[src/ciph_ctrl_defines.svh]
`ifndef CIPH_CTRL_DEFINES_SVH
`define CIPH_CTRL_DEFINES_SVH

// Width of one sparse two-valued signal

// Each bit of a sparse signal feeds its own rail, so this is also the rail count
`define SP2V_WIDTH 3

// Round counter, wide enough for 14 rounds
`define RND_CTR_WIDTH 4

`endif

[src/ciph_ctrl_pkg.sv]
`default_nettype none

`include "ciph_ctrl_defines.svh"

package ciph_ctrl_pkg;

  // Sparse two-valued code, all other values are invalid
  typedef enum logic [`SP2V_WIDTH-1:0] {
    SP2V_HIGH = 3'b011,
    SP2V_LOW  = 3'b100
  } sp2v_e;

  // Rails whose bit is set here read a logic one as true
  localparam logic [`SP2V_WIDTH-1:0] sp2v_logic_high = 3'b011;

  typedef enum logic [1:0] {
    AES_128 = 2'b00,
    AES_192 = 2'b01,
    AES_256 = 2'b10
  } key_len_e;

  // State register input mux
  typedef enum logic [2:0] {
    STATE_HOLD  = 3'b001,
    STATE_INIT  = 3'b010,
    STATE_ROUND = 3'b100
  } state_sel_e;

  // Add-round-key operand select
  typedef enum logic [2:0] {
    ADD_RK_INIT  = 3'b001,
    ADD_RK_ROUND = 3'b010,
    ADD_RK_FINAL = 3'b100
  } add_rk_sel_e;

  function automatic logic [`RND_CTR_WIDTH-1:0] num_rounds(key_len_e key_len);
    logic [`RND_CTR_WIDTH-1:0] nr;
    case (key_len)
      AES_192: nr = `RND_CTR_WIDTH'(12);
      AES_256: nr = `RND_CTR_WIDTH'(14);
      default: nr = `RND_CTR_WIDTH'(10); // AES_128 and the unused code
    endcase
    return nr;
  endfunction

endpackage

`default_nettype wire

[src/rail_ctrl_if.sv]
`timescale 1ns/1ps
`default_nettype none

`include "ciph_ctrl_defines.svh"

// Control outputs of one rail on their way to the combiner
interface rail_ctrl_if;

  // Handshake and enable bits in the polarity of the rail
  logic                       in_ready;
  logic                       out_valid;
  logic                       state_we;

  // Sparse selects and counter, same encoding on every rail
  ciph_ctrl_pkg::state_sel_e  state_sel;
  ciph_ctrl_pkg::add_rk_sel_e add_rk_sel;
  logic [`RND_CTR_WIDTH-1:0]  rnd_ctr;
  logic                       alert;

  modport rail (
    output in_ready, out_valid, state_we, state_sel, add_rk_sel, rnd_ctr, alert
  );

  modport comb (
    input  in_ready, out_valid, state_we, state_sel, add_rk_sel, rnd_ctr, alert
  );

endinterface

`default_nettype wire

[src/sp2v_chk.sv]
`timescale 1ns/1ps
`default_nettype none

`include "ciph_ctrl_defines.svh"

// Splits a sparse signal into its rail bits and checks the code
module sp2v_chk (
  input  ciph_ctrl_pkg::sp2v_e    sel_i,
  output logic [`SP2V_WIDTH-1:0]  sel_o,
  output logic                    err_o
);

  always_comb begin : check
    case (sel_i)
      ciph_ctrl_pkg::SP2V_HIGH,
      ciph_ctrl_pkg::SP2V_LOW: begin
        sel_o = sel_i;
        err_o = 1'b0;
      end
      default: begin
        // Invalid code reads as low on every rail
        sel_o = ciph_ctrl_pkg::SP2V_LOW;
        err_o = 1'b1;
      end
    endcase
  end

endmodule

`default_nettype wire

[src/sel_combine.sv]
`timescale 1ns/1ps
`default_nettype none

`include "ciph_ctrl_defines.svh"

// OR-combines one select across all rails
module sel_combine #(
  parameter type sel_t = logic [2:0]
) (
  input  sel_t sel_i [`SP2V_WIDTH],
  output sel_t sel_o,
  output logic mismatch_o
);

  always_comb begin : combine
    sel_o      = sel_t'(0);
    mismatch_o = 1'b0;

    for (int i = 0; i < `SP2V_WIDTH; i++) begin
      sel_o = sel_t'(sel_o | sel_i[i]);
    end

    // A differing rail may still OR into a valid code, so compare each one
    for (int i = 0; i < `SP2V_WIDTH; i++) begin
      if (sel_i[i] != sel_o) begin
        mismatch_o = 1'b1;
      end
    end
  end

endmodule

`default_nettype wire

[src/ciph_ctrl_rail.sv]
`timescale 1ns/1ps
`default_nettype none

`include "ciph_ctrl_defines.svh"

module ciph_ctrl_rail #(
  parameter bit RailActiveLow = 1'b0
) (
  input  logic                    clk_i,
  input  logic                    rst_ni,

  input  logic                    in_valid_i,   // Rail bit
  input  logic                    out_ready_i,  // Rail bit
  input  ciph_ctrl_pkg::key_len_e key_len_i,

  input  logic                    sp_enc_err_i,
  input  logic                    mr_err_i,

  rail_ctrl_if.rail               ctrl_o
);

  typedef enum logic [2:0] {
    IDLE   = 3'd0,
    INIT   = 3'd1,
    ROUND  = 3'd2,
    FINISH = 3'd3,
    ERROR  = 3'd4
  } state_e;

  state_e                    state_d, state_q;
  logic [`RND_CTR_WIDTH-1:0] rnd_ctr_d, rnd_ctr_q;
  logic [`RND_CTR_WIDTH-1:0] num_rnd_d, num_rnd_q;
  logic                      in_valid;
  logic                      out_ready;
  logic                      in_ready;
  logic                      out_valid;
  logic                      state_we;
  logic                      last_rnd;

  // Bring the handshakes into true polarity
  assign in_valid  = in_valid_i ^ RailActiveLow;
  assign out_ready = out_ready_i ^ RailActiveLow;
  assign last_rnd  = (rnd_ctr_q == num_rnd_q);

  ////////////////////////////////////////////////////////////////////////////
  // FSM

  always_comb begin : fsm_next
    state_d   = state_q;
    rnd_ctr_d = rnd_ctr_q;
    num_rnd_d = num_rnd_q;

    case (state_q)
      IDLE: begin
        if (in_valid) begin // in_ready is high in IDLE
          state_d   = INIT;
          rnd_ctr_d = '0;
          num_rnd_d = ciph_ctrl_pkg::num_rounds(key_len_i);
        end
      end
      INIT: begin
        state_d   = ROUND;
        rnd_ctr_d = `RND_CTR_WIDTH'(1);
      end
      ROUND: begin
        if (last_rnd) begin
          state_d = FINISH;
        end else begin
          rnd_ctr_d = rnd_ctr_q + 1'b1;
        end
      end
      FINISH: begin
        if (out_ready) begin
          state_d   = IDLE;
          rnd_ctr_d = '0;
        end
      end
      default: state_d = ERROR; // Terminal, also catches illegal states
    endcase

    // Any error wins, whatever the state
    if (sp_enc_err_i || mr_err_i) begin
      state_d = ERROR;
    end
  end

  always_comb begin : fsm_out
    in_ready          = 1'b0;
    out_valid         = 1'b0;
    state_we          = 1'b0;
    ctrl_o.state_sel  = ciph_ctrl_pkg::STATE_HOLD;
    ctrl_o.add_rk_sel = ciph_ctrl_pkg::ADD_RK_INIT;
    ctrl_o.alert      = 1'b0;

    case (state_q)
      IDLE:   in_ready = 1'b1;
      INIT: begin
        state_we         = 1'b1;
        ctrl_o.state_sel = ciph_ctrl_pkg::STATE_INIT;
      end
      ROUND: begin
        state_we          = 1'b1;
        ctrl_o.state_sel  = ciph_ctrl_pkg::STATE_ROUND;
        ctrl_o.add_rk_sel = last_rnd ? ciph_ctrl_pkg::ADD_RK_FINAL : ciph_ctrl_pkg::ADD_RK_ROUND;
      end
      FINISH: out_valid = 1'b1;
      default: ctrl_o.alert = 1'b1;
    endcase
  end

  // Back to rail polarity
  assign ctrl_o.in_ready  = in_ready ^ RailActiveLow;
  assign ctrl_o.out_valid = out_valid ^ RailActiveLow;
  assign ctrl_o.state_we  = state_we ^ RailActiveLow;
  assign ctrl_o.rnd_ctr   = rnd_ctr_q;

  always_ff @(posedge clk_i or negedge rst_ni) begin : fsm_reg
    if (!rst_ni) begin
      state_q   <= IDLE;
      rnd_ctr_q <= '0;
      num_rnd_q <= '0;
    end else begin
      state_q   <= state_d;
      rnd_ctr_q <= rnd_ctr_d;
      num_rnd_q <= num_rnd_d;
    end
  end

  RndCtrMax_A: assert property (@(posedge clk_i) disable iff (!rst_ni)
      rnd_ctr_q <= `RND_CTR_WIDTH'(14));

endmodule

`default_nettype wire

[src/ciph_ctrl.sv]
`timescale 1ns/1ps
`default_nettype none

`include "ciph_ctrl_defines.svh"

module ciph_ctrl (
  input  logic                       clk_i,
  input  logic                       rst_ni,

  input  ciph_ctrl_pkg::sp2v_e       in_valid_i,
  output ciph_ctrl_pkg::sp2v_e       in_ready_o,
  output ciph_ctrl_pkg::sp2v_e       out_valid_o,
  input  ciph_ctrl_pkg::sp2v_e       out_ready_i,

  input  ciph_ctrl_pkg::key_len_e    key_len_i,

  output ciph_ctrl_pkg::sp2v_e       state_we_o,
  output ciph_ctrl_pkg::state_sel_e  state_sel_o,
  output ciph_ctrl_pkg::add_rk_sel_e add_rk_sel_o,
  output logic [`RND_CTR_WIDTH-1:0]  round_o,
  output logic                       alert_o
);

  logic [`SP2V_WIDTH-1:0]     sp_in_valid;
  logic [`SP2V_WIDTH-1:0]     sp_out_ready;
  logic [`SP2V_WIDTH-1:0]     sp_in_ready;
  logic [`SP2V_WIDTH-1:0]     sp_out_valid;
  logic [`SP2V_WIDTH-1:0]     sp_state_we;
  logic [`SP2V_WIDTH-1:0]     mr_alert;

  ciph_ctrl_pkg::state_sel_e  mr_state_sel  [`SP2V_WIDTH];
  ciph_ctrl_pkg::add_rk_sel_e mr_add_rk_sel [`SP2V_WIDTH];
  logic [`RND_CTR_WIDTH-1:0]  mr_rnd_ctr    [`SP2V_WIDTH];
  logic [`RND_CTR_WIDTH-1:0]  rnd_ctr;

  logic                       in_valid_err;
  logic                       out_ready_err;
  logic                       state_sel_err;
  logic                       add_rk_sel_err;
  logic                       rnd_ctr_err;
  logic                       sp_enc_err;
  logic                       mr_err;

  ////////////////////////////////////////////////////////////////////////////
  // Sparse input checks

  sp2v_chk u_in_valid_chk (
    .sel_i ( in_valid_i   ),
    .sel_o ( sp_in_valid  ),
    .err_o ( in_valid_err )
  );

  sp2v_chk u_out_ready_chk (
    .sel_i ( out_ready_i   ),
    .sel_o ( sp_out_ready  ),
    .err_o ( out_ready_err )
  );

  assign sp_enc_err = in_valid_err | out_ready_err;

  ////////////////////////////////////////////////////////////////////////////
  // Rails, one per sparse bit

  rail_ctrl_if rail_if [`SP2V_WIDTH] ();

  for (genvar i = 0; i < `SP2V_WIDTH; i++) begin : gen_rail
    ciph_ctrl_rail #(
      .RailActiveLow ( !ciph_ctrl_pkg::sp2v_logic_high[i] )
    ) u_rail (
      .clk_i        ( clk_i           ),
      .rst_ni       ( rst_ni          ),
      .in_valid_i   ( sp_in_valid[i]  ),
      .out_ready_i  ( sp_out_ready[i] ),
      .key_len_i    ( key_len_i       ),
      .sp_enc_err_i ( sp_enc_err      ),
      .mr_err_i     ( mr_err          ),
      .ctrl_o       ( rail_if[i]      )
    );

    assign sp_in_ready[i]   = rail_if[i].in_ready;
    assign sp_out_valid[i]  = rail_if[i].out_valid;
    assign sp_state_we[i]   = rail_if[i].state_we;
    assign mr_state_sel[i]  = rail_if[i].state_sel;  // OR-combined
    assign mr_add_rk_sel[i] = rail_if[i].add_rk_sel; // OR-combined
    assign mr_rnd_ctr[i]    = rail_if[i].rnd_ctr;    // OR-combined
    assign mr_alert[i]      = rail_if[i].alert;
  end

  // Rail bits back to sparse codes
  assign in_ready_o  = ciph_ctrl_pkg::sp2v_e'(sp_in_ready);
  assign out_valid_o = ciph_ctrl_pkg::sp2v_e'(sp_out_valid);
  assign state_we_o  = ciph_ctrl_pkg::sp2v_e'(sp_state_we);
  assign alert_o     = |mr_alert;

  ////////////////////////////////////////////////////////////////////////////
  // Combining and error collection

  sel_combine #(.sel_t(ciph_ctrl_pkg::state_sel_e)) u_state_sel_comb (
    .sel_i      ( mr_state_sel  ),
    .sel_o      ( state_sel_o   ),
    .mismatch_o ( state_sel_err )
  );

  sel_combine #(.sel_t(ciph_ctrl_pkg::add_rk_sel_e)) u_add_rk_sel_comb (
    .sel_i      ( mr_add_rk_sel  ),
    .sel_o      ( add_rk_sel_o   ),
    .mismatch_o ( add_rk_sel_err )
  );

  always_comb begin : combine_rnd_ctr
    rnd_ctr     = '0;
    rnd_ctr_err = 1'b0;
    for (int i = 0; i < `SP2V_WIDTH; i++) begin
      rnd_ctr |= mr_rnd_ctr[i];
    end
    for (int i = 0; i < `SP2V_WIDTH; i++) begin
      rnd_ctr_err |= (mr_rnd_ctr[i] != rnd_ctr);
    end
  end

  assign round_o = rnd_ctr;
  assign mr_err  = state_sel_err | add_rk_sel_err | rnd_ctr_err;

  // Invalid key length is tolerated and runs 10 rounds
  KeyLenValid_A: assert property (@(posedge clk_i) disable iff (!rst_ni)
      (in_valid_i == ciph_ctrl_pkg::SP2V_HIGH && in_ready_o == ciph_ctrl_pkg::SP2V_HIGH) |->
      key_len_i inside {ciph_ctrl_pkg::AES_128, ciph_ctrl_pkg::AES_192, ciph_ctrl_pkg::AES_256})
    else $warning("Invalid key length accepted");

  HandshakeExcl_A: assert property (@(posedge clk_i) disable iff (!rst_ni)
      !(out_valid_o == ciph_ctrl_pkg::SP2V_HIGH && in_ready_o == ciph_ctrl_pkg::SP2V_HIGH));

  AlertSticky_A: assert property (@(posedge clk_i) disable iff (!rst_ni)
      alert_o |=> alert_o);

endmodule

`default_nettype wire

[config.mk]
export PLATFORM = sky130hd
export DESIGN_NAME = ciph_ctrl
export DESIGN_NICKNAME = d
export VERILOG_FILES = /design/src/ciph_ctrl_pkg.sv /design/src/rail_ctrl_if.sv /design/src/sp2v_chk.sv /design/src/sel_combine.sv /design/src/ciph_ctrl_rail.sv /design/src/ciph_ctrl.sv
export VERILOG_INCLUDE_DIRS = /design/src /design/src/src
export SDC_FILE = /design/constraint.sdc
export NUM_CORES = 1
export LEC_CHECK = 0
export ABC_AREA = 1
export BUFFER_PORTS_ARGS = -buffer_cell sky130_fd_sc_hd__buf_2
export CAP_MARGIN = 10
export CELL_PAD_IN_SITES_DETAIL_PLACEMENT = 1
export CELL_PAD_IN_SITES_GLOBAL_PLACEMENT = 2
export CORE_ASPECT_RATIO = 0.5
export CORE_MARGIN = 2
export CORE_UTILIZATION = 30
export CTS_CLUSTER_SIZE = 10
export DETAILED_ROUTE_END_ITERATION = 8
export GPL_TIMING_DRIVEN = 0
export HOLD_SLACK_MARGIN = 0.08
export PLACE_DENSITY = 0.74
export SLEW_MARGIN = 20
export SYNTH_ARGS = -nofsm -noshare
export SYNTH_HDL_FRONTEND = slang
export SYNTH_SLANG_ARGS = --single-unit
[constraint.sdc]
create_clock -name clk_i -period 4.1 [get_ports clk_i]
set_clock_uncertainty 0.2 [all_clocks]
set_input_delay 0.205 -clock clk_i [delete_from_list [all_inputs] [get_ports clk_i]]
set_output_delay 0.205 -clock clk_i [all_outputs]
set_load 0.05 [all_outputs]
# Word-level counts from Yosys, hierarchy flattened
# Index checks and enable logic that the tools add are counted.
[totals] ff_bits=33 in_bits=10 out_inout_bits=20
[classes] n_addsub=3 n_eq_ne=45 n_mux=59 n_bitwise=15 reduce_logical=25
[op_table] cell="$mux W3" count=20
[op_table] cell="$pmux W4 S4" count=3
[op_table] cell="$mux W4" count=9
[op_table] cell="$pmux W3 S4" count=3
[op_table] cell="$eq A3 B2 Y1 const B" count=8
[op_table] cell="$pmux W3 S2" count=4
[op_table] cell="$mux W1" count=20
[op_table] cell="$ne A2 B2 Y1 const B" count=9
[op_table] cell="$ne A3 B3 Y1" count=6
[op_table] cell="$add A4 B1 Y4 const B" count=3
[op_table] cell="$eq A4 B4 Y1" count=3
[op_table] cell="$ne A3 B2 Y1 const B" count=4
[op_table] cell="$ne A3 B3 Y1 const B" count=4
[op_table] cell="$ne A4 B4 Y1" count=3
[op_table] cell="$or A3 B3 Y3" count=4
[op_table] cell="$reduce_and A4 Y1" count=3
[op_table] cell="$reduce_bool A4 Y1" count=3
[op_table] cell="$reduce_or A4 Y1" count=3
[op_table] cell="$reduce_or A2 Y1" count=5
[op_table] cell="$eq A3 B1 Y1 const B" count=3
[op_table] cell="$logic_not A3 Y1" count=3
[op_table] cell="$reduce_and A3 Y1" count=3
[op_table] cell="$or A4 B4 Y4" count=2
[op_table] cell="$eq A3 B3 Y1 const B" count=2
[op_table] cell="8 further kinds" count=17

# Depth between registers and ports, before layout
[logic_depth] word_depth=14 depth_mapped=12

# Modules after synthesis
# Synthesis repeated with hierarchy kept, for this count alone.
[unflattened] cells_unflattened=358 area_unflattened_um2=2454.9
[by_module_without_submodules] module="ciph_ctrl_rail (gen_rail[0].u_rail ...)" n_inst=2 cells_per_inst=91 area_each_um2=675.6
[by_module_without_submodules] module="ciph_ctrl_rail (gen_rail[2].u_rail)" n_inst=1 cells_per_inst=85 area_each_um2=676.9
[by_module_without_submodules] module="ciph_ctrl" n_inst=1 cells_per_inst=43 area_each_um2=224.0
[by_module_without_submodules] module="sel_combine" n_inst=2 cells_per_inst=16 area_each_um2=65.1
[by_module_without_submodules] module="sp2v_chk" n_inst=2 cells_per_inst=8 area_each_um2=36.3

# Worst setup path before layout
# Ideal clock, no wire load.
[synth_timing] path_kind="reg2reg" start="register gen_rail[2].u_rail.rnd_ctr_q[3]" end="register gen_rail[2].u_rail.state_q[0]" arrival_ps=1708 required_ps=3835 path_slack_ps=2127 path_stages_with_launch=10 period_less_slack_ps=1973 path_cell_list="dfrtp_1 inv_1 nand3_1 a21oi_1 nand3_1 nor2_4 nand2_2 nor2_4 nand3_1 nand2_1"
[synth_between] elab_cells_between_ends=24
[synth_rtl] item="start, declared" line_no="ciph_ctrl_rail.sv:31" text="logic [`RND_CTR_WIDTH-1:0] rnd_ctr_d, rnd_ctr_q;"
[synth_rtl] item="start signal, assigned" line_no="ciph_ctrl_rail.sv:124" text="rnd_ctr_q <= rnd_ctr_d;"
[synth_rtl] item="$or A4 B4 Y4 *" line_no="ciph_ctrl.sv:114" text="rnd_ctr |= mr_rnd_ctr[i];"
[synth_rtl] item="named net round_o[3]" line_no="ciph_ctrl.sv:20" text="output logic [`RND_CTR_WIDTH-1:0] round_o,"
[synth_rtl] item="$ne A4 B4 Y1" line_no="ciph_ctrl.sv:117" text="rnd_ctr_err |= (mr_rnd_ctr[i] != rnd_ctr);"
[synth_rtl] item="$or A1 B1 Y1" line_no="ciph_ctrl.sv:117"
[synth_rtl] item="$or A1 B1 Y1 *" line_no="ciph_ctrl.sv:117"
[synth_rtl] item="$or A1 B1 Y1 *" line_no="ciph_ctrl.sv:122" text="assign mr_err = state_sel_err | add_rk_sel_err | rnd_ctr_err;"
[synth_rtl] item="$logic_or A1 B1 Y1 *" line_no="ciph_ctrl_rail.sv:82" text="if (sp_enc_err_i || mr_err_i) begin"
[synth_rtl] item="$ne A3 B2 Y1 (no line) / $ne A3 B3 Y1 (equally long branches)"
[synth_rtl] item="$reduce_and A3 Y1 (no line)"
[synth_rtl] item="end signal, assigned" line_no="ciph_ctrl_rail.sv:123" text="state_q <= state_d;"
[synth_rtl] item="end, declared" line_no="ciph_ctrl_rail.sv:30" text="state_e state_d, state_q;"
# The timed path passes the listed nets; every way through them passes the cells marked *.
# A chain may end at the register's enable or synchronous reset.

# Final worst setup path
[layout_timing] start="register gen_rail[2].u_rail.rnd_ctr_q[0]" end="output port add_rk_sel_o[1]"
[layout_between] elab_chain_cells=4
[layout_lines] item="$eq A4 B4 Y1" line_no="ciph_ctrl_rail.sv:43" text="assign last_rnd = (rnd_ctr_q == num_rnd_q);"
[layout_lines] item="$mux W3" line_no="ciph_ctrl_rail.sv:104" text="ctrl_o.add_rk_sel = last_rnd ? ciph_ctrl_pkg::ADD_RK_FINAL : ciph_ctrl_pkg::ADD_RK_ROUND;"
[layout_lines] item="$mux W3" line_no="ciph_ctrl_rail.sv:95" text="case (state_q)"
[layout_lines] item="$or A3 B3 Y3" line_no="sel_combine.sv:20" text="sel_o = sel_t'(sel_o | sel_i[i]);"
[layout_lines] item="end, declared" line_no="ciph_ctrl.sv:19" text="output ciph_ctrl_pkg::add_rk_sel_e add_rk_sel_o,"
# No other way between the ends.

==> impl_metrics.csv <==
group,metric,value,unit
detailed_routing,drt-initial-drc-count,74,
clock_network,htree_levels,2,
detailed_routing,routed_wl,6028,microns
floorplanning,die_h,62.20,microns
setup_path,reg2reg_from,"gen_rail[2].u_rail.state_q[2]",
pwr,power_density,308.1,nW/um^2
timing,drv_slew,0,
detailed_routing,drt-wirelength-per-cell,14.32,microns
job,cap_violations,0,
yosys,yosysWarnings,0,
floorplanning,fp.dieArea,7488,sq um
clock_network,cts_root_buf,"clkbuf_16",
yosys,synth_seq_cells,30,
clock_network,post_cts_resized,0,
yosys,yosys-top-cells-area,"dfrtp_1 37%, nand2_1 17%, nand3_1 7.1%",
timing,fin_hold_ws,0.1061,ns
pwr,switching_share,20.91,%
worst_hold_path,min_from,"key_len_i[0]",
yosys,netlist_instances,292,
floorplanning,core_area,6621,sq um
yosys,ys_seq_area_share,36.95,%
detailed_routing,via_per_inst,4.577,
pwr,switching_power,0.1592,mW
timing,final_hold_viol_count,0,
yosys,ys.flop_type,"dfrtp_1",
setup_path,end_kind,"output port",
place,gp_congestion,0.7776,
clock_network,clock_sinks,30,
pwr,p_leak,1.263,nW
yosys,synth_area_leader_cell,"dfrtp_1",
timing,slew_headroom,50.74,%
clock_network,numCtsBuffers,5,
global_route,grt_pass1_wl,10070,microns
worst_hold_path,hold_depth,3,
detailed_routing,num_vias,1927,
detailed_routing,antenna_left,0,
yosys,synth_area,2032,sq um
setup_path,critPathLaunch,"gen_rail[2].u_rail.ctrl_o.rnd_ctr[0]",
setup_path,crit_required,3.69,ns
detailed_routing,firstDrtPassIters,4,
pwr,pwr-share-comb,2.5,%
yosys,synthesis.nets,306,
global_route,grt_pass1_vias,1996,
setup_path,critPathKind,"reg2out",
final_layout,diodes,0,
status,status,"completed",
pwr,ir_worst_vdd,0.0001447,V
clock_network,cts_buffer_depth,2,
clock_network,clk_pin_slew,0.05,ns
final_layout,areaGrowthSynthToFinish,21.61,%
timing,setup_viol,0,
timing,tightest_slew,0.7388,ns
setup_path,reg2reg_depth,11,
global_route,grt_use_total,17.78,%
final_layout,num-fill-cells,863,
yosys,async_reset_ff_share,100.0,%
place,io_buffers,29,
place,dpl.hpwl,4734,microns
clock_network,cts_tree,"yes",
global_route,overflow,0,
timing,maxClockFrequency,450.5,MHz
pwr,p_int,0.6021,mW
timing,rsz0062_at_grt,"false",
yosys,synth_edf_count,0,
yosys,synth.avg_cell_area,6.959,sq um
floorplanning,rows,21,
floorplanning,initial_utilization,30.69,%
pwr,power_frac_clock,58.6,%
yosys,yosys.area.top_type_share,36.95,%
global_route,antenna_found_initial,0,
global_route,grt_max_degree,31,
timing,fin_crit,2.220,ns
pwr,power_frac_seq,38.9,%
final_layout,fin_nets,343,
timing,timing.setup.tns,0,ns
worst_hold_path,hold_class,"in2reg",
floorplanning,fp.dieW,120.4,microns
pwr,fin_total_pwr,0.7613,mW
floorplanning,ios,30,
yosys,synth_cell_types,23,
detailed_routing,drc,0,
setup_path,cp.arrival,1.81,ns
clock_network,clock_latency,0.29,ns
timing,min_period_over_period,54.14,%
setup_path,worstPathMaxFanout,5,
final_layout,drive_gt1_share,23.10,%
setup_path,critPathLaunchType,"flip-flop",
-- metrics by stage --
| stage | cell area, sq um | instances | setup slack (ns) | utilization (%) |
|---|---|---|---|---|
| after global placement | 2292 | 413 | 2.205 | 34.62 |
| final | 2471 | 421 | 1.880 | 37.32 |
| after CTS | 2471 | 421 | 1.867 | 37.32 |
| after global routing | 2471 | 421 | 1.762 | 37.32 |
| after floorplan | 2032 | 292 | 2.127 | - |
| after detailed placement | 2292 | 413 | 2.174 | 34.62 |
-- timing repair --
| item | 4_1_cts | 5_1_grt |
|---|---|---|
| hold buffers | 1 | 0 |
| endpoints found under the hold margin | 30 | 0 |
| setup buffers | 0 | 0 |
| endpoints found under the setup margin | 0 | 0 |
-- logic make-up (layout without fill, tap and decap cells) --
group	count (synthesis)	count (layout)	synth area share (%)
fa+ha+maj	4	4	2.463
compound gates	30	30	8.128
flops	30	30	36.95
buf+inv	52	89	11.27
simple gates	170	170	38.61
xor+xnor	6	6	2.586
-- routing by layer --
metal | wire [microns] | vias to the layer above | share of wire [%] | GRT usage [%]
met5 | 0 | - | 0 | 0
met4 | 104 | 0 | 1.7 | 6.977
met3 | 157 | 8 | 2.6 | 3.952
met2 | 2449 | 24 | 41 | 25.85
met1 | 3317 | 908 | 55 | 25.53
li1 | - | 987 | - | -
-- power by group through the flow --
stage	clock network, mW	logic [mW]	registers (mW)
floorplan	0	0.00502	0.302
global placement	0	0.0185	0.301
detailed placement	0	0.0192	0.301
CTS	0.452	0.0200	0.296
global route	0.466	0.0228	0.296
finish	0.446	0.0192	0.296
-- cell usage after synthesis (2+ instances only) --
master   instances
a21oi_1          6
a31oi_1          2
buf_4            9
dfrtp_1         30
ha_1             4
inv_1           36
inv_2            7
nand2_1         92
nand2_2         11
nand3_1         29
nand3_2          4
nand4_1          2
nor2_1          20
nor2_2           4
nor2_4           3
nor3_1           3
o21ai_0         16
o31ai_1          5
xnor2_1          2
xor2_1           4
-- critical path, cell delays in order (launching register included) --
cell     delay, ns
dfrtp_1       0.43
inv_1         0.14
o21ai_1       0.08
a21oi_1       0.20
nand2_1       0.11
nand2_1       0.21
nand3_1       0.12
buf_2         0.23
-- layout by cell type, fill, tap and decap left out, types with 7 or more instances in the layout --
| master | instances |
|---|---|
| buf_2 | 29 |
| buf_4 | 9 |
| dfrtp_1 | 30 |
| inv_1 | 36 |
| inv_2 | 7 |
| nand2_1 | 92 |
| nand2_2 | 11 |
| nand3_1 | 29 |
| nor2_1 | 20 |
| o21ai_0 | 16 |
-- flip-flops by register name, summed over array words and instances, names as in the netlist --
| register | count |
|---|---|
| gen_rail.u_rail.state_q | 9 |
| gen_rail.u_rail.ctrl_o.rnd_ctr | 12 |
| gen_rail.u_rail.num_rnd_q | 9 |
-- final cells by class --
type,instances,area (sq um),area share (%)
flip-flops and latches,30,750.7,30.38
clock buffers,6,138.9,5.620
repair buffers,30,155.1,6.278
well taps,92,115.1,4.658
clock inverters,1,30.03,1.215
multi-input cells,210,1052,42.58
inverters,43,161.4,6.532
plain buffers,9,67.56,2.734
-- final timing paths --
check	endpoint	slack, ns
worst max-delay path	add_rk_sel_o[1]	1.88
worst min-delay path	gen_rail[2].u_rail.num_rnd_q[2]	0.11
worst max register to register	gen_rail[2].u_rail.state_q[0]	2.19
worst min register to register	gen_rail[1].u_rail.num_rnd_q[3]	0.28
max in group asynchronous	gen_rail[2].u_rail.num_rnd_q[2]	2.90
min in group asynchronous	gen_rail[1].u_rail.state_q[2]	0.31
(Power assumes the default switching activity.)
